`src/verilog/loadMissPkg.sv`:
```
`default_nettype none

package loadMissPkg;

    // Store sequence number, wraps around
    // Age is judged by the signed difference of two values
    typedef logic [6:0] SqN;

    // Tag that identifies a load on its way back
    typedef logic [3:0] LoadId;

    // Load micro-op waiting on a cache refill
    typedef struct packed {
        logic valid;
        logic external;
        SqN sqN;
        LoadId loadId;
        // Always word aligned
        logic [31:0] addr;
    } LdUop;

    // Branch resolution as seen by the miss path
    typedef struct packed {
        logic taken;
        SqN sqN;
    } BranchProv;

    // Tagged load data returned to the core
    typedef struct packed {
        logic valid;
        LoadId loadId;
        logic [31:0] data;
    } LoadResult;

    // Refill sequencer states
    typedef enum logic {
        IDLE,
        FILLING
    } FillState;

endpackage

`default_nettype wire
```
`src/verilog/loadMissTop.sv`:
```
`timescale 1ns/1ps
`default_nettype none

module loadMissTop #(
    parameter int queueSize = 4,
    parameter int lineSizeExp = 7
) (
    input wire clk,
    input wire rst,

    input wire enqueue,
    input wire loadMissPkg::LdUop newLoad,
    input wire loadMissPkg::BranchProv branch,

    input wire fillStart,
    input wire [31-lineSizeExp:0] fillLine,
    input wire memValid,
    input wire [31:0] memData,

    output logic full,
    output logic fillActive,
    output loadMissPkg::LoadResult result
);

    // Fill progress seen by the queue
    logic loadActive;
    logic [lineSizeExp-2:0] loadProgress;
    logic [31-lineSizeExp:0] loadLine;

    // Buffer read port used by the result stage
    logic [lineSizeExp-3:0] readIndex;
    logic [31:0] readData;

    loadMissPkg::LdUop outLd;
    logic dequeue;

    loadMissQueue #(
        .queueSize(queueSize),
        .lineSizeExp(lineSizeExp)
    ) queue_i (
        .clk(clk),
        .rst(rst),
        .branch(branch),
        .enqueue(enqueue),
        .newLoad(newLoad),
        .loadActive(loadActive),
        .loadProgress(loadProgress),
        .loadLine(loadLine),
        .full(full),
        .outLd(outLd),
        .dequeue(dequeue)
    );

    lineFillUnit #(
        .lineSizeExp(lineSizeExp)
    ) fill_i (
        .clk(clk),
        .rst(rst),
        .fillStart(fillStart),
        .fillLine(fillLine),
        .memValid(memValid),
        .memData(memData),
        .fillActive(fillActive),
        .loadActive(loadActive),
        .loadProgress(loadProgress),
        .loadLine(loadLine),
        .readIndex(readIndex),
        .readData(readData)
    );

    loadResultStage #(
        .lineSizeExp(lineSizeExp)
    ) result_i (
        .clk(clk),
        .rst(rst),
        .outLd(outLd),
        .dequeue(dequeue),
        .readIndex(readIndex),
        .readData(readData),
        .result(result)
    );

endmodule

`default_nettype wire

```
`src/verilog/loadResultStage.sv`:
```
`timescale 1ns/1ps
`default_nettype none

module loadResultStage #(
    parameter int lineSizeExp = 7
) (
    input wire clk,
    input wire rst,

    input wire loadMissPkg::LdUop outLd,
    output logic dequeue,

    output logic [lineSizeExp-3:0] readIndex,
    input wire [31:0] readData,

    output loadMissPkg::LoadResult result
);

    // Never stalls, so anything offered is taken right away
    assign dequeue = outLd.valid;

    // Word within the line, byte offset dropped
    assign readIndex = outLd.addr[lineSizeExp-1:2];

    always_ff @(posedge clk) begin
        if (rst) begin
            result.valid <= 1'b0;
        end else begin
            result.valid <= outLd.valid;
        end
    end

    // Tag and data only change with a new load
    always_ff @(posedge clk) begin
        if (outLd.valid) begin
            result.loadId <= outLd.loadId;
            result.data <= readData;
        end
    end

endmodule

`default_nettype wire

```
`src/verilog/lineFillUnit.sv`:
```
`timescale 1ns/1ps
`default_nettype none

module lineFillUnit #(
    parameter int lineSizeExp = 7
) (
    input wire clk,
    input wire rst,

    input wire fillStart,
    input wire [31-lineSizeExp:0] fillLine,

    input wire memValid,
    input wire [31:0] memData,

    output logic fillActive,
    output logic loadActive,
    output logic [lineSizeExp-2:0] loadProgress,
    output logic [31-lineSizeExp:0] loadLine,

    input wire [lineSizeExp-3:0] readIndex,
    output logic [31:0] readData
);

    localparam int wordCount = 2 ** (lineSizeExp - 2);
    localparam logic [lineSizeExp-2:0] lastWord = (lineSizeExp-1)'(wordCount - 1);

    loadMissPkg::FillState state;

    // One 32-bit word per memory beat
    logic [31:0] lineBuf [wordCount];

    logic beatTaken;

    // A new fill start wins over a beat in the same cycle
    assign beatTaken = (state == loadMissPkg::FILLING) && memValid && !fillStart;

    assign fillActive = (state == loadMissPkg::FILLING);

    always_ff @(posedge clk) begin
        if (rst) begin
            state <= loadMissPkg::IDLE;
            loadProgress <= '0;
            loadActive <= 1'b0;
        end else if (fillStart) begin
            state <= loadMissPkg::FILLING;
            loadProgress <= '0;
            // Stays up after the fill so the line remains readable
            loadActive <= 1'b1;
        end else begin
            case (state)
                loadMissPkg::FILLING: begin
                    if (memValid) begin
                        loadProgress <= loadProgress + 1'b1;
                        if (loadProgress == lastWord) begin
                            state <= loadMissPkg::IDLE;
                        end
                    end
                end
                default: begin
                    state <= loadMissPkg::IDLE;
                end
            endcase
        end
    end

    // Line address and buffered data
    always_ff @(posedge clk) begin
        if (fillStart) begin
            loadLine <= fillLine;
        end
        if (beatTaken) begin
            lineBuf[loadProgress[lineSizeExp-3:0]] <= memData;
        end
    end

    assign readData = lineBuf[readIndex];

    // Memory only sends beats for a fill in progress
    assert property (@(posedge clk) disable iff (rst)
        memValid |-> state == loadMissPkg::FILLING)
        else $error("memory beat with no fill in progress");

endmodule

`default_nettype wire

```
`src/verilog/loadMissQueue.sv`:
```
`timescale 1ns/1ps
`default_nettype none

module loadMissQueue #(
    parameter int queueSize = 4,
    parameter int lineSizeExp = 7
) (
    input wire clk,
    input wire rst,

    input wire loadMissPkg::BranchProv branch,

    input wire enqueue,
    input wire loadMissPkg::LdUop newLoad,

    input wire loadActive,
    input wire [lineSizeExp-2:0] loadProgress,
    input wire [31-lineSizeExp:0] loadLine,

    output logic full,
    output loadMissPkg::LdUop outLd,
    input wire dequeue
);

    localparam int idxW = (queueSize > 1) ? $clog2(queueSize) : 1;

    typedef struct packed {
        logic ready;
        loadMissPkg::LdUop ld;
    } QueueEntry;

    // Unordered entries where any slot may hold any load
    QueueEntry entries [queueSize];

    logic [queueSize-1:0] keep;
    logic [queueSize-1:0] wordHere;

    logic freeFound;
    logic [idxW-1:0] freeIdx;
    logic relFound;
    logic [idxW-1:0] relIdx;

    logic accept;
    logic outFree;

    // A load stays unless a taken branch is older than it
    function automatic logic survives(
        input loadMissPkg::LdUop ld,
        input loadMissPkg::BranchProv br
    );
        logic signed [6:0] diff;
        diff = ld.sqN - br.sqN;
        return ld.external || !br.taken || (diff <= 0);
    endfunction

    always_comb begin
        full = 1'b1;
        freeFound = 1'b0;
        freeIdx = '0;
        relFound = 1'b0;
        relIdx = '0;
        for (int i = 0; i < queueSize; i++) begin
            keep[i] = survives(entries[i].ld, branch);

            // Word is in the buffer once progress has moved past its index
            wordHere[i] = loadActive && entries[i].ld.valid &&
                entries[i].ld.addr[31:lineSizeExp] == loadLine &&
                {1'b0, entries[i].ld.addr[lineSizeExp-1:2]} < loadProgress;

            if (!entries[i].ld.valid) begin
                full = 1'b0;
            end
            // Lowest free slot takes the incoming load
            if (!freeFound && !entries[i].ld.valid) begin
                freeFound = 1'b1;
                freeIdx = idxW'(i);
            end
            // Lowest ready survivor goes out first
            if (!relFound && entries[i].ld.valid && entries[i].ready && keep[i]) begin
                relFound = 1'b1;
                relIdx = idxW'(i);
            end
        end
    end

    assign accept = enqueue && newLoad.valid && freeFound && survives(newLoad, branch);
    assign outFree = !outLd.valid || dequeue;

    always_ff @(posedge clk) begin
        if (rst) begin
            for (int i = 0; i < queueSize; i++) begin
                entries[i].ld.valid <= 1'b0;
                entries[i].ready <= 1'b0;
            end
            outLd.valid <= 1'b0;
        end else begin
            for (int i = 0; i < queueSize; i++) begin
                if (entries[i].ld.valid && !keep[i]) begin
                    entries[i].ld.valid <= 1'b0;
                end
                if (wordHere[i]) begin
                    entries[i].ready <= 1'b1;
                end
            end

            // New loads start waiting and readiness is sampled next cycle
            if (accept) begin
                entries[freeIdx].ld <= newLoad;
                entries[freeIdx].ready <= 1'b0;
            end

            if (dequeue || !survives(outLd, branch)) begin
                outLd.valid <= 1'b0;
            end
            if (relFound && outFree) begin
                outLd <= entries[relIdx].ld;
                entries[relIdx].ld.valid <= 1'b0;
            end
        end
    end

    // A load dropped while full would never return
    assert property (@(posedge clk) disable iff (rst)
        !(enqueue && newLoad.valid && full))
        else $error("enqueue while queue is full");

    // A released load always finds its word in the fill buffer
    assert property (@(posedge clk) disable iff (rst)
        outLd.valid |-> loadActive && outLd.addr[31:lineSizeExp] == loadLine &&
            {1'b0, outLd.addr[lineSizeExp-1:2]} < loadProgress)
        else $error("load released before its word arrived");

endmodule

`default_nettype wire

```
`config.mk`:
```
export PLATFORM = sky130hd
export DESIGN_NAME = loadMissTop
export DESIGN_NICKNAME = d
export VERILOG_FILES = /design/src/verilog/loadMissPkg.sv /design/src/verilog/loadMissTop.sv /design/src/verilog/loadResultStage.sv /design/src/verilog/lineFillUnit.sv /design/src/verilog/loadMissQueue.sv
export SDC_FILE = /design/constraint.sdc
export NUM_CORES = 1
export LEC_CHECK = 0
export BUFFER_PORTS_ARGS = -buffer_cell sky130_fd_sc_hd__buf_2
export CORE_MARGIN = 2
export CORE_UTILIZATION = 30
export DETAILED_ROUTE_END_ITERATION = 8
export PLACE_DENSITY = 0.49
export SYNTH_ARGS = -nofsm -noshare
export SYNTH_HDL_FRONTEND = slang
export SYNTH_SLANG_ARGS = --single-unit
```
`constraint.sdc`:
```
create_clock -name clk -period 4.7 [get_ports clk]
set_input_delay 0.47 -clock clk [delete_from_list [all_inputs] [get_ports clk]]
set_output_delay 0.47 -clock clk [all_outputs]
set_load 0.02 [all_outputs]
```
==> impl_metrics.env <==
export IMPL_outcome="completed"
export IMPL_grt_max_degree=91
export IMPL_yosysWarnings=0
export IMPL_start_util_pct=30.17
export IMPL_viasPerCell=4.783
export IMPL_finalHoldViolCount=0
export IMPL_ys_types=64
export IMPL_fin_cells=5081
export IMPL_clk_pin_slew_ns=0.05
export IMPL_portBuffers=151
export IMPL_avgSynthCellArea_um2=21.02
export IMPL_first_pass_iters=5
export IMPL_cts_buffers=142
export IMPL_grt_usage_pct=14.68
export IMPL_final_util_pct=35.55
export IMPL_detail_route_antenna_nets=0
export IMPL_synth_most_common_cell="edfxtp_1"
export IMPL_switchingPower_mw=4.955
export IMPL_multiInputGateArea_um2=12370
export IMPL_synth_top_cell_area_share_pct=74.28
export IMPL_worst_slew_pin_slew_ns=1.183
export IMPL_tns_ns=0
export IMPL_synth_area_leader_cell="edfxtp_1"
export IMPL_synthesis_area_um2=51020
export IMPL_highest_layer="met5"
export IMPL_end_kind="flop"
export IMPL_drv_slew=0
export IMPL_netlist_top_cells_count="edfxtp_1, mux4_2, and2_1"
export IMPL_finClkSkew_ns=0.04573
export IMPL_pwr_share_seq_pct=53.2
export IMPL_wl_met3_um=5928
export IMPL_pwr_share_clk_pct=44.8
export IMPL_dp_cells=4763
export IMPL_grt_pass1_wl_um=183400
export IMPL_syn2layout_area_growth_pct=17.83
export IMPL_ys_seq_area_share_pct=74.98
export IMPL_crit_required_ns=5.06
export IMPL_swShare_pct=20.88
export IMPL_final_nets=2914
export IMPL_cts_root_buf="clkbuf_16"
export IMPL_drive_gt1_share_pct=28.96
export IMPL_gr_total_overflow=0
export IMPL_htreeDepth=4
export IMPL_die_area_um2=173400
export IMPL_finalWeightedCongestion=0.7535
export IMPL_fin_ws_ns=1.465
export IMPL_antenna_found_initial=13
export IMPL_cts_sinks=1280
export IMPL_fp_coreArea_um2=169100
export IMPL_wl_met2_um=63430
export IMPL_synthesis_nets=2592
export IMPL_p_comb_share_pct=2.1
export IMPL_cts_resized_gates=0
export IMPL_clockBufferDepth=3
export IMPL_p_leak_nw=19.02
export IMPL_max_vdd_ir_drop_v=0.0003494
export IMPL_post_place_ws_ns=1.048
export IMPL_register_area_um2=38260
export IMPL_dp_final_hpwl_um=71810
export IMPL_setup_violations=0
export IMPL_ios=154
export IMPL_antenna_cells=0
export IMPL_synth_async_reset_ratio_pct=0
export IMPL_synth_area_leaders="edfxtp_1, mux4_2, and2_1, xnor2_1, ha_1"
export IMPL_synth_main_ff_cell="edfxtp_1"
export IMPL_met1_length_um=54510
export IMPL_cap_violations=0
export IMPL_clkLatencyLatePin_ns=0.77
export IMPL_hold_class="in2reg"
export IMPL_wl_per_cell_um=24.86
export IMPL_crit_type="in2reg"
export IMPL_wl_um=126300
export IMPL_fin_crit_sh_pct=68.83
export IMPL_fillers=15572
export IMPL_whs_ns=0.07727
export IMPL_initialDrtViolationCount=2063
export IMPL_syn_inst=2427
export IMPL_rows=151
export IMPL_synth_enable_flop_cells=1262
export IMPL_ys_seq_elements=1280
export IMPL_p_int_mw=18.78
export IMPL_worst_endpoint_arrival_ns=3.59
export IMPL_path_max_fanout=66
export IMPL_power_density_nw_per_um2=394.8
export IMPL_vias=24304
export IMPL_cts_tree="yes"
export IMPL_drc=0
export IMPL_grt_setup_unrepaired="no"
export IMPL_period_minus_slack_ns=3.235
export IMPL_die_height_um=416.4
export IMPL_die_w_um=416.4
export IMPL_slew_headroom_pct=21.17
export IMPL_max_freq_mhz=309.1
export IMPL_start_kind="primary input"
export IMPL_first_global_vias=26101
==> path summary, 6_finish.rpt <==
kind / from / end / slack (ns) / cells after the start
worst min register to register: queue_i.outLd[34] / result_i.result[34] / 0.42 / 0
worst min-delay path: newLoad[25] / queue_i.entries[0][25] / 0.08 / 2
worst max-delay path: newLoad[36] / queue_i.entries[2][17] / 1.47 / 12
worst max register to register: queue_i.entries[1][40] / queue_i.outLd[5] / 1.47 / 10
==> kinds of logic after synthesis <==
group	count (synthesis)	synth area share, %
buf+inv	150	1.251
xor+xnor	115	1.974
compound gates	104	1.535
flops	1280	74.98
mux	352	14.83
simple gates	376	4.201
fa+ha+maj	50	1.226
==> timing repair <==
action                    4_1_cts  5_1_grt
buffers inserted                0        0
hold endpoints to repair      140        0
hold buffers                   60        0
==> state kept, by name (all words and copies together), names as in the netlist <==
register / flops
result_i.result: 37
fill_i.fillActive: 1
fill_i.loadProgress: 6
fill_i.lineBuf: 1024
fill_i.loadActive: 1
fill_i.loadLine: 25
queue_i.outLd: 10
queue_i.entries: 176
==> layer usage <==
layer  up-vias  track usage [%]
met4        12            3.692
li1      10590                -
met1     12936            19.30
met2       596            25.01
met3       170            2.763
met5         -                0
==> through the flow <==
step | cell area (um2) | power [mW]
floorplan | 51020 | 13.04
global placement | 55060 | 13.29
detailed placement | 55060 | 13.32
CTS | 60120 | 24.04
global route | 60120 | 24.53
finish | 60120 | 23.73
==> area by class of cell <==
cell class,count,area share [%]
clock buffers,173,6.190
clock inverters,85,1.224
inverters,38,0.2373
multi-input cells,997,20.58
flip-flops and latches,1280,63.64
well taps,2218,4.616
repair buffers,290,3.513
==> critical path, cell delays in order <==
cell and delay (ns):
dlygate4sd3_1 0.51, buf_2 0.15, inv_1 0.09, ha_1 0.21
nor2b_1 0.12, o21ai_1 0.09, a21o_1 0.24, a211oi_2 0.30
a31oi_1 0.12, o2111a_2 0.37, nor4_4 0.25, buf_4 0.62
==> power by group through the flow <==
stage | registers (mW) | logic (mW) | clock network [mW]
floorplan | 12.8 | 0.204 | 0
global placement | 12.9 | 0.434 | 0
detailed placement | 12.9 | 0.455 | 0
CTS | 12.6 | 0.497 | 10.9
global route | 12.6 | 0.545 | 11.4
finish | 12.6 | 0.489 | 10.6
==> layout by cell type, fill, tap and decap left out, drive strengths merged, types with 24 or more instances in the layout <==
master,instances
clkinv,64
mux2,32
inv,50
clkbuf,173
nand4,25
xor2,24
edfxtp,1262
nor2,65
and2,171
ha,50
buf,230
xnor2,91
mux4,320
dlygate4sd3,60
nand2,33
No activity file was read; power rests on OpenSTA's default activity.
